--- src/hdl/cpuPkg.sv ---
package cpuPkg;

   // Instruction word layout
   localparam int instrWidth  = 32;        // Bits per instruction word
   localparam int opcodeWidth = 8;         // Opcode field size
   localparam int immWidth    = 12;        // Immediate field size

   // Field start positions inside the instruction word
   localparam int opcodeLsb = 24;          // Opcode in bits 31..24
   localparam int rdLsb     = 20;          // Destination in bits 23..20
   localparam int rnLsb     = 16;          // First source in bits 19..16
   localparam int rmLsb     = 12;          // Second source in bits 15..12
   localparam int immLsb    = 0;           // Immediate in bits 11..0

   // Instruction codes understood by the core
   typedef enum logic [opcodeWidth-1:0] {
      OP_ADD  = 8'h08,                     // Rd = rn + rm
      OP_SUB  = 8'h04,                     // Rd = rn - rm
      OP_ADDI = 8'h28,                     // Rd = rn + imm
      OP_SUBI = 8'h24,                     // Rd = rn - imm
      OP_MOVI = 8'h3A,                     // Rd = imm
      OP_MOVR = 8'h1A,                     // Rd = rm
      OP_LDRP = 8'h51,                     // Rd = mem[rn + imm]
      OP_LDRN = 8'h59,                     // Rd = mem[rn - imm]
      OP_STRN = 8'h50                      // Mem[rn - imm] = rd
   } opcodeT;

   // ALU class handed from the decoder to the ALU control
   typedef enum logic [1:0] {
      ALUOP_ADDR = 2'b00,                  // Load/store address math
      ALUOP_FUNC = 2'b10                   // Opcode picks the function
   } aluOpT;

   // Operation actually carried out by the ALU
   typedef enum logic [1:0] {
      ALU_ADD   = 2'b00,                   // A plus B
      ALU_SUB   = 2'b01,                   // A minus B
      ALU_PASSB = 2'b10                    // B straight through
   } aluFuncT;

   // Datapath steering levels produced by the decoder
   typedef struct packed {
      logic  reg2Loc;                      // Second read port takes rd when set
      logic  aluSrc;                       // Immediate as operand B
      logic  memToReg;                     // Write back loaded data
      logic  regWrite;                     // Register file write enable
      logic  memRead;                      // Data memory read level
      logic  memWrite;                     // Data memory write strobe
      aluOpT aluOp;                        // ALU class
   } controlWordT;

   // Word for no-ops and unknown codes
   localparam controlWordT ctrlNop = '{
      reg2Loc:  1'b0,
      aluSrc:   1'b0,
      memToReg: 1'b0,
      regWrite: 1'b0,
      memRead:  1'b0,
      memWrite: 1'b0,
      aluOp:    ALUOP_ADDR
   };

endpackage

--- src/hdl/controlUnit.sv ---
module controlUnit
(
   input  cpuPkg::opcodeT      opcode,      // Opcode field of the current instruction
   output cpuPkg::controlWordT ctrl         // Steering levels for the datapath
);

   import cpuPkg::*;

   always_comb
   begin
      ctrl = ctrlNop;                       // Nothing written unless decoded below
      case (opcode)
         OP_ADD,
         OP_SUB:                            // Register-register arithmetic
         begin
            ctrl.regWrite = 1'b1;
            ctrl.aluOp    = ALUOP_FUNC;
         end
         OP_ADDI,
         OP_SUBI:                           // Arithmetic with immediate
         begin
            ctrl.aluSrc   = 1'b1;           // Sign-extended imm as operand B
            ctrl.regWrite = 1'b1;
            ctrl.aluOp    = ALUOP_FUNC;
         end
         OP_MOVI:
         begin
            ctrl.aluSrc   = 1'b1;           // ALU passes the immediate
            ctrl.regWrite = 1'b1;
            ctrl.aluOp    = ALUOP_FUNC;
         end
         OP_MOVR:
         begin
            ctrl.aluSrc   = 1'b0;           // ALU passes rm from port 2
            ctrl.regWrite = 1'b1;
            ctrl.aluOp    = ALUOP_FUNC;
         end
         OP_LDRP,
         OP_LDRN:                           // Loads with either offset sign
         begin
            ctrl.reg2Loc  = 1'b1;
            ctrl.aluSrc   = 1'b1;           // Offset as operand B
            ctrl.memToReg = 1'b1;           // Memory word into rd
            ctrl.regWrite = 1'b1;
            ctrl.memRead  = 1'b1;
            ctrl.aluOp    = ALUOP_ADDR;
         end
         OP_STRN:
         begin
            ctrl.reg2Loc  = 1'b1;           // Rd out on port 2 as store data
            ctrl.aluSrc   = 1'b1;
            ctrl.memWrite = 1'b1;
            ctrl.aluOp    = ALUOP_ADDR;
         end
         default:
         begin
            ctrl = ctrlNop;                 // Unknown code runs as a no-op
         end
      endcase
   end

endmodule

--- src/hdl/aluControl.sv ---
module aluControl
(
   input  cpuPkg::aluOpT   aluOp,           // Class from the decoder
   input  cpuPkg::opcodeT  opcode,          // Opcode for the function choice
   output cpuPkg::aluFuncT aluFunc          // Function applied by the ALU
);

   import cpuPkg::*;

   always_comb
   begin
      aluFunc = ALU_ADD;                    // Safe choice for any leftover case
      case (aluOp)
         ALUOP_ADDR:                        // Memory address from rn and offset
         begin
            case (opcode)
               OP_LDRP: aluFunc = ALU_ADD;  // Positive offset
               OP_LDRN,
               OP_STRN: aluFunc = ALU_SUB;  // Negative offset
               default: aluFunc = ALU_ADD;
            endcase
         end
         ALUOP_FUNC:
         begin
            case (opcode)
               OP_ADD,
               OP_ADDI: aluFunc = ALU_ADD;
               OP_SUB,
               OP_SUBI: aluFunc = ALU_SUB;
               OP_MOVI,
               OP_MOVR: aluFunc = ALU_PASSB;  // Moves copy operand B
               default: aluFunc = ALU_ADD;
            endcase
         end
         default:
         begin
            aluFunc = ALU_ADD;
         end
      endcase
   end

endmodule

--- src/hdl/alu.sv ---
module alu
#(
   parameter int dataWidth = 32             // Operand and result width
)
(
   input  logic [dataWidth-1:0] a,          // Operand A from read port 1
   input  logic [dataWidth-1:0] b,          // Operand B, register or immediate
   input  cpuPkg::aluFuncT      aluFunc,    // Selected function
   output logic [dataWidth-1:0] result      // Wraps on overflow
);

   import cpuPkg::*;

   always_comb
   begin
      case (aluFunc)
         ALU_ADD:
         begin
            result = a + b;                 // Two's-complement sum
         end
         ALU_SUB:
         begin
            result = a - b;                 // Two's-complement difference
         end
         ALU_PASSB:
         begin
            result = b;                     // Used by the moves
         end
         default:
         begin
            result = a + b;
         end
      endcase
   end

endmodule

--- src/hdl/regFile.sv ---
module regFile
#(
   parameter int dataWidth    = 32,         // Register width
   parameter int regAddrWidth = 4           // 2**regAddrWidth registers
)
(
   input  logic                    clk,
   input  logic                    reset,        // Clears every register
   input  logic [regAddrWidth-1:0] readAddr1,    // Port 1 address, rn
   input  logic [regAddrWidth-1:0] readAddr2,    // Port 2 address, rm or rd
   input  logic [regAddrWidth-1:0] writeAddr,    // Destination rd
   input  logic [dataWidth-1:0]    writeData,    // Write-back value
   input  logic                    writeEnable,  // Write at the next edge
   output logic [dataWidth-1:0]    readData1,
   output logic [dataWidth-1:0]    readData2
);

   localparam int regCount = 2 ** regAddrWidth;

   logic [dataWidth-1:0] regs [regCount];   // Register array

   always_ff @(posedge clk)
   begin
      if (reset)
      begin
         for (int i = 0; i < regCount; i++)
         begin
            regs[i] <= '0;                  // All registers back to zero
         end
      end
      else if (writeEnable && (writeAddr != '0))
      begin
         regs[writeAddr] <= writeData;      // Register 0 stays untouched
      end
   end

   // Reads see the value from before this cycle's write
   assign readData1 = (readAddr1 == '0) ? '0 : regs[readAddr1];  // R0 reads zero
   assign readData2 = (readAddr2 == '0) ? '0 : regs[readAddr2];

endmodule

--- src/hdl/dataPath.sv ---
module dataPath
#(
   parameter int dataWidth    = 32,         // Register and memory word width
   parameter int regAddrWidth = 4           // Register address width
)
(
   input  logic                           clk,
   input  logic                           reset,
   input  cpuPkg::controlWordT            ctrl,          // Levels from the decoder
   input  logic [cpuPkg::instrWidth-1:0]  imemData,      // Fetched instruction
   input  logic [dataWidth-1:0]           dmemReadData,  // Loaded word
   output cpuPkg::opcodeT                 opcode,        // Back to the decoder
   output logic [dataWidth-1:0]           imemAddr,      // Word address, the PC
   output logic [dataWidth-1:0]           dmemAddr,      // ALU result
   output logic [dataWidth-1:0]           dmemWriteData, // Rd for stores
   output logic                           dmemWrite,
   output logic                           dmemRead
);

   import cpuPkg::*;

   logic [dataWidth-1:0]    pc;              // Program counter
   logic [regAddrWidth-1:0] rd;              // Destination field
   logic [regAddrWidth-1:0] rn;              // First source field
   logic [regAddrWidth-1:0] rm;              // Second source field
   logic [immWidth-1:0]     imm;             // Raw immediate
   logic [dataWidth-1:0]    immExt;          // Sign-extended immediate
   logic [regAddrWidth-1:0] readAddr2;       // Rm or rd
   logic [dataWidth-1:0]    readData1;
   logic [dataWidth-1:0]    readData2;
   logic [dataWidth-1:0]    operandB;
   logic [dataWidth-1:0]    aluResult;
   logic [dataWidth-1:0]    writeBackData;
   aluFuncT                 aluFunc;

   // One instruction per clock, no branches
   always_ff @(posedge clk)
   begin
      if (reset)
      begin
         pc <= '0;
      end
      else
      begin
         pc <= pc + 1'b1;                     // Next word every cycle
      end
   end

   assign imemAddr = pc;

   // Field split
   assign opcode = opcodeT'(imemData[opcodeLsb +: opcodeWidth]);
   assign rd     = imemData[rdLsb +: regAddrWidth];
   assign rn     = imemData[rnLsb +: regAddrWidth];
   assign rm     = imemData[rmLsb +: regAddrWidth];
   assign imm    = imemData[immLsb +: immWidth];

   assign immExt    = {{(dataWidth - immWidth){imm[immWidth-1]}}, imm};  // Same rule for all
   assign readAddr2 = ctrl.reg2Loc ? rd : rm;                 // Stores and loads read rd
   assign operandB  = ctrl.aluSrc ? immExt : readData2;
   assign writeBackData = ctrl.memToReg ? dmemReadData : aluResult;

   regFile #(
      .dataWidth    (dataWidth),
      .regAddrWidth (regAddrWidth)
   ) regFile0 (
      .clk          (clk),
      .reset        (reset),
      .readAddr1    (rn),
      .readAddr2    (readAddr2),
      .writeAddr    (rd),
      .writeData    (writeBackData),
      .writeEnable  (ctrl.regWrite),           // Blocked in reset inside regFile
      .readData1    (readData1),
      .readData2    (readData2)
   );

   aluControl aluControl0 (
      .aluOp   (ctrl.aluOp),
      .opcode  (opcode),
      .aluFunc (aluFunc)
   );

   alu #(
      .dataWidth (dataWidth)
   ) alu0 (
      .a       (readData1),
      .b       (operandB),
      .aluFunc (aluFunc),
      .result  (aluResult)
   );

   // Memory side
   assign dmemAddr      = aluResult;
   assign dmemWriteData = readData2;
   assign dmemWrite     = ctrl.memWrite & ~reset;  // No store while in reset
   assign dmemRead      = ctrl.memRead & ~reset;

endmodule

--- src/hdl/cpuTop.sv ---
module cpuTop
#(
   parameter int dataWidth    = 32,         // 16 also supported
   parameter int regAddrWidth = 4           // 16 registers
)
(
   input  logic                           clk,
   input  logic                           reset,
   output logic [dataWidth-1:0]           imemAddr,      // Instruction word address
   input  logic [cpuPkg::instrWidth-1:0]  imemData,      // Combinational ROM read
   output logic [dataWidth-1:0]           dmemAddr,      // Load/store address
   output logic [dataWidth-1:0]           dmemWriteData, // Store data
   output logic                           dmemWrite,     // One write per high cycle
   output logic                           dmemRead,      // Load in progress
   input  logic [dataWidth-1:0]           dmemReadData   // Combinational RAM read
);

   import cpuPkg::*;

   controlWordT ctrl;                       // Decoder to datapath
   opcodeT      opcode;                     // Datapath to decoder

   controlUnit controlUnit0 (
      .opcode (opcode),
      .ctrl   (ctrl)
   );

   dataPath #(
      .dataWidth    (dataWidth),
      .regAddrWidth (regAddrWidth)
   ) dataPath0 (
      .clk           (clk),
      .reset         (reset),
      .ctrl          (ctrl),
      .imemData      (imemData),
      .dmemReadData  (dmemReadData),
      .opcode        (opcode),
      .imemAddr      (imemAddr),
      .dmemAddr      (dmemAddr),
      .dmemWriteData (dmemWriteData),
      .dmemWrite     (dmemWrite),
      .dmemRead      (dmemRead)
   );

endmodule

--- config.mk ---
export PLATFORM = sky130hd
export DESIGN_NAME = cpuTop
export DESIGN_NICKNAME = d
export VERILOG_FILES = /design/src/hdl/cpuPkg.sv /design/src/hdl/controlUnit.sv /design/src/hdl/aluControl.sv /design/src/hdl/alu.sv /design/src/hdl/regFile.sv /design/src/hdl/dataPath.sv /design/src/hdl/cpuTop.sv
export SDC_FILE = /design/constraint.sdc
export NUM_CORES = 1
export LEC_CHECK = 0
export BUFFER_PORTS_ARGS = -buffer_cell sky130_fd_sc_hd__buf_4
export CAP_MARGIN = 10
export CORE_MARGIN = 4
export CORE_UTILIZATION = 45
export DETAILED_ROUTE_END_ITERATION = 10
export MAX_ROUTING_LAYER = met4
export SYNTH_ARGS = -nofsm -noshare
export SYNTH_HDL_FRONTEND = slang
export SYNTH_SLANG_ARGS = --single-unit
--- constraint.sdc ---
create_clock -name clk -period 21.7 [get_ports clk]
set_input_delay 4.34 -clock clk [delete_from_list [all_inputs] [get_ports clk]]
set_output_delay 4.34 -clock clk [all_outputs]
set_load 0.005 [all_outputs]
Word level (Yosys, flattened, before mapping)
Memory sizes are Yosys's and may differ from the RTL's.
Cells that the tools add are included.
{"block": "classes", "n_addsub": 3, "n_eq_ne": 12, "n_mux": 23, "bitwise_logic": 3, "reduce_logical": 14}
{"operator": "32-bit 2-to-1 mux", "n": 5}
{"operator": "32-bit case mux with 2 select lines", "n": 1}
{"operator": "32-bit by 1-bit adder with 32-bit output, second input constant", "n": 1}
{"operator": "32-bit adder", "n": 1}
{"operator": "32-bit OR reduction", "n": 1}
{"operator": "32-bit subtractor", "n": 1}
{"operator": "8-bit by 6-bit == test with 1-bit output, second input constant", "n": 3}
{"operator": "8-bit by 7-bit == test with 1-bit output, second input constant", "n": 3}
{"operator": "1-bit 2-to-1 mux", "n": 12}
{"operator": "6-bit OR reduction", "n": 2}
{"operator": "8-bit by 3-bit == test with 1-bit output, second input constant", "n": 1}
{"operator": "8-bit by 4-bit == test with 1-bit output, second input constant", "n": 1}
{"operator": "8-bit by 5-bit == test with 1-bit output, second input constant", "n": 1}
{"operator": "4-bit logical NOT", "n": 2}
{"operator": "4-bit 2-to-1 mux", "n": 2}
{"operator": "2-bit case mux with 2 select lines", "n": 2}
{"operator": "2-bit OR reduction", "n": 4}
{"operator": "8-bit OR reduction", "n": 1}
{"operator": "2-bit == test, second input constant", "n": 2}
{"operator": "4-bit nonzero test", "n": 1}
{"operator": "3-bit OR reduction", "n": 1}
{"operator": "1-bit AND", "n": 2}
{"operator": "2-bit by 1-bit == test with 1-bit output, second input constant", "n": 1}
{"operator": "2-bit logical NOT", "n": 1}
{"operator": "3 further kinds", "n": 3}
{"block": "totals", "reg_bits": 32, "mem_bits_rw": 512, "input_bits": 66, "wordCells": 57, "n_memories": 1}
{"name": "dataPath0.regFile0.regs", "depth": 16, "width": 32, "read_ports": 2, "rd_ports_with_merged_regs": 0, "wr": 16, "line": "regFile.sv:20", "text": "logic [dataWidth-1:0] regs [regCount];"}

Logic depth before layout (Yosys ltp)
{"block": "depth", "ltp_word": 11, "mapped_depth": 38}

By module
A second synthesis with hierarchy kept.
{"block": "unflattened", "hier_cells": 2529, "area_unflattened_um2": 30898.4}
{"mod": "regFile", "n_inst": 1, "cells_each": 1778, "area_per_inst_um2": 25572.0, "seq_area_each_um2": 14443.9}
{"mod": "alu", "n_inst": 1, "cells_each": 434, "area_per_inst_um2": 2755.1, "seq_area_each_um2": 0.0}
{"mod": "dataPath", "n_inst": 1, "cells_each": 287, "area_per_inst_um2": 2366.0, "seq_area_each_um2": 640.6}
{"mod": "controlUnit", "n_inst": 1, "cells_each": 20, "area_per_inst_um2": 131.4, "seq_area_each_um2": 0.0}
{"mod": "aluControl", "n_inst": 1, "cells_each": 10, "area_per_inst_um2": 73.8, "seq_area_each_um2": 0.0}

Worst setup path after synthesis
No wires, ideal clock.
{"block": "synth_timing", "path_type": "in2out", "startpoint": "in imemData[27] (netlist bit)", "endpoint": "out dmemAddr[31]", "t_arrival_ns": 9.808, "t_required_ns": 17.360, "slack_ns": 7.552, "cell_stages": 30, "path_cell_list": "buf_4 -> nor2b_4 -> buf_6 -> nor3_4 -> buf_2 -> a31oi_1 -> clkbuf_1 -> clkbuf_1 -> mux2i_1 -> ha_1 -> nand4_1 -> and4bb_1 -> and2_1 -> and3b_1 -> a21oi_1 -> xnor2_1 -> ha_1 -> a21oi_1 -> nor2b_1 -> o21ai_0 -> nand2b_1 -> nand2_1 -> o21ai_0 -> a211oi_1 -> o21ai_0 -> xnor3_1 -> nand2_2 -> xnor2_4 -> buf_6 -> inv_2"}
{"block": "synth_between", "elab_chain_cells": 9, "elab_cells_between_ends": 33}
{"item": "start: declaration", "line": "cpuTop.sv:10", "text": "input logic [cpuPkg::instrWidth-1:0] imemData,"}
{"item": "8-bit by 7-bit == test with 1-bit output, on equally long branches", "line": "controlUnit.sv:12, aluControl.sv:16"}
{"item": "3-bit OR reduction (no source line)"}
{"item": "1-bit 2-to-1 mux", "line": "controlUnit.sv:12", "text": "case (opcode)"}
{"item": "4-bit 2-to-1 mux", "line": "dataPath.sv:59", "text": "assign readAddr2 = ctrl.reg2Loc ? rd : rm;"}
{"item": "memory read 16 x 32 bit or 4-bit logical NOT (tied branches)"}
{"item": "32-bit 2-to-1 mux", "line": "regFile.sv:39", "text": "assign readData2 = (readAddr2 == '0) ? '0 : regs[readAddr2];"}
{"item": "32-bit 2-to-1 mux", "line": "dataPath.sv:60", "text": "assign operandB = ctrl.aluSrc ? immExt : readData2;"}
{"item": "32-bit adder or 32-bit subtractor (tied branches)", "line": "alu.sv:19, alu.sv:31, alu.sv:23"}
{"item": "32-bit case mux with 2 select lines *", "line": "alu.sv:16", "text": "case (aluFunc)"}
{"item": "end: declaration", "line": "cpuTop.sv:11", "text": "output logic [dataWidth-1:0] dmemAddr,"}
Every way passes the cells marked *; elsewhere a longest branch is shown, timed or not.

Worst setup path after layout
{"block": "layout_timing", "startpoint": "in imemData[29] (netlist bit)", "endpoint": "out dmemAddr[31]"}
The elaborated chain is that of the path after synthesis.

==> run summary <==
placed insts = 3887
Simple-Gate Fraction of Synth Area = 0.1671
Cell Pwr Density = 82.30 mW/mm2
worst-skew pair later-pin latency = 0.65 ns
Synth Area in Compound Gates = 0.1075
Tmin final = 17.06 ns
total wire length = 130600 um
Initial DRT Pass Iterations = 6
GR Overflow Total = 0
Crit. End Element = output port
outcome = complete, no violations
cell chosen for the clock root = clkbuf_16
Crit path arrival time = 12.72 ns
First DRT Iteration DRCs = 4328
max-cap viol count = 0
DRC violations left = 0
most used cell, CP = buf_4
ys flop type = edfxtp_1
critical path's top delay family = compound AO/OA/AOI/OAI gates
# clock sinks = 544
worst hold path class = reg2reg
Met3 Routed Length = 18880 um
RSZ-0062 raised after global routing = no
largest family of logic cells by synthesized area = simple AND/OR/NAND/NOR gates
count of cells resized by post-cts repair = 0
leakage = 13.60 nW
Max clock buf depth = 3
Critical Path Source Type = input pin
Num CTS Buffers = 61
Post-synth ARST share = 0
top sig layer = met4
met2 wire len = 57900 um
worst slack, placed = 4.884 ns
CTS clk-pin slew, worst paths = 0.06 ns
die width = 276.0 um
# fillers = 6188
Reg2Reg Setup Slack = 14.62 ns
Ports = 164
vias = 27210
Setup-failing EPs final = 0
final worst slack = 4.636 ns
synthesized cell area = 0.03231 mm2
fin cells = 3999
EDFF count, synth = 512
initial antenna violation count = 5
Setup TNS = 0 ns
routed vias/inst = 6.805
Setup CP Type = in2out
Yosys reg bits = 544
CTS tree = done
Post-CTS Setup Repair Bufs = 0
row cnt = 97
Avg Cell Area, Syn = 11.11 um2
H-tree depth = 2
Largest stage delay, worst path = 0.81 ns
RD Place Congestion = 0.9697
post-synthesis cell count = 2909
worst path bufs/invs = 5
Hold Vio Cnt, Final = 0
Final Core Density = 0.5166
gr usage total = 0.3473
slowest CP cell = a2111oi_1
global-route wire length before repair = 184300 um
CTS Hold Bufs = 0
Worst VDD drop = 0.08619 mV
Post-Synth XOR/XNOR Area = 0.02323
Synth Area in Adders = 0.01340
Buffers on Ports = 163
Final ANT Viol Nets = 0
max-slew violations = 0
total power = 3.003 mW
Die Ht = 276.0 um
WL/cell = 32.65 um
multiplexer share of the synthesized area = 0.1522
largest net degree at the start of global routing = 74
Worst Skew = 0.03189 ns
Area Growth Syn to Fin = 12.93%
FMAX = 58.60 MHz
actual slew at the worst max-slew pin = 1.305 ns
Synth cell types = 105
DP HPWL = 79930 um
period utilisation layout = 0.7864
vias in the first global route = 26340
Rel. slew slack = 0.1127
Core ar. = 0.07064 mm2
Ys Warns = 0
NumNets Final = 3111
Worst Path Max Fanout = 26
sequential element share of the synthesized area = 0.4956
WL met1 = 46870 um
Die ar. = 0.07616 mm2
CP required = 17.36 ns
fraction of layout cells with a size suffix above 1 = 0.2043
Starting Density = 0.4575
-- path summary, 6_finish.rpt --
kind | end | cells after the start | startpoint
worst max-delay path | dmemAddr[31] | 28 | imemData[29]
worst min-delay path | dataPath0.imemAddr[0] | 1 | dataPath0.imemAddr[0]
worst max register to register | dataPath0.regFile0.regs[15][30] | 26 | dataPath0.regFile0.regs[7][8]
worst min register to register | dataPath0.imemAddr[0] | 1 | dataPath0.imemAddr[0]
-- flip-flops by register name, indices dropped and copies added, names as in the netlist --
| name | count |
|---|---|
| dataPath0.imemAddr | 32 |
| dataPath0.regFile0.regs | 512 |
-- through the flow --
step | cell area (um2) | hold WS, ns
floorplan | 32430 | 0.4513
global placement | 34600 | 0.4477
detailed placement | 34610 | 0.4659
CTS | 36470 | 0.4818
global route | 36480 | 0.5332
finish | 36490 | 0.4849
-- report_power, final --
group / switching, mW / internal [mW]
logic: 0.527 / 0.273
clock network: 0.438 / 0.560
registers: 0.0214 / 1.18
-- synthesized netlist by cell type (all sizes together), types with 9 or more instances --
| master | count | area [um2] |
|---|---|---|
| o21ai | 89 | 445.4 |
| nand3 | 117 | 590.6 |
| mux4 | 168 | 3784 |
| xnor2 | 39 | 360.4 |
| a21oi | 134 | 674.4 |
| dfxtp | 32 | 640.6 |
| nor3 | 74 | 381.6 |
| a2111oi | 35 | 317.8 |
| a211oi | 66 | 545.5 |
| and3 | 55 | 344.1 |
| a211o | 9 | 78.83 |
| edfxtp | 512 | 15370 |
| nand2 | 240 | 905.9 |
| nand2b | 30 | 190.2 |
| mux2 | 14 | 161.4 |
| o22ai | 9 | 62.56 |
| nand4 | 15 | 115.1 |
| nor2 | 542 | 2037 |
| or4 | 12 | 90.09 |
| ha | 33 | 412.9 |
| nor4 | 14 | 130.1 |
| buf | 99 | 629.3 |
| a21o | 25 | 187.7 |
| xor2 | 42 | 367.9 |
| o31ai | 19 | 175.2 |
| clkbuf | 158 | 593.1 |
| inv | 26 | 97.59 |
| nor2b | 39 | 251.5 |
| and2 | 15 | 93.84 |
| mux2i | 96 | 973.4 |
| a31oi | 28 | 193.9 |
-- layout make-up --
class / count / area, um2 / share of cell area
sequential: 544 / 16020 / 0.4389
multi-input combinational: 2113 / 15330 / 0.4200
timing repair buffer: 265 / 2002 / 0.05486
clock buffer: 73 / 1614 / 0.04423
tap: 940 / 1176 / 0.03223
clock inverter: 34 / 250.2 / 0.006858
inverter: 26 / 97.59 / 0.002674
antenna: 4 / 10.01 / 0.0002743
-- layout by cell type (no fill, tap or decap), types with 63 or more instances in the layout --
master	count
nor3_1	72
nand2_1	226
clkbuf_16	63
mux2i_1	91
mux4_2	168
o21ai_0	89
nand3_1	111
a21oi_1	133
buf_4	261
nor2_1	539
edfxtp_1	512
-- layer usage --
layer | vias to the layer above | track usage
li1 | 11090 | -
met1 | 13400 | 0.4458
met2 | 2260 | 0.5158
met3 | 461 | 0.1025
met4 | 0 | 0.1507
met5 | - | -
-- logic make-up (layout without fill, tap and decap cells) --
| group | after synthesis | after routing |
|---|---|---|
| and+or+nand+nor | 1185 | 1185 |
| adders and majority gates | 34 | 34 |
| xor gates and xnor gates | 82 | 82 |
| DFF | 544 | 544 |
| AOI/OAI and AO/OA | 502 | 502 |
| buffers and inverters | 283 | 398 |
| other | 1 | 36 |
| muxes | 278 | 278 |
(Power assumes the default switching activity.)
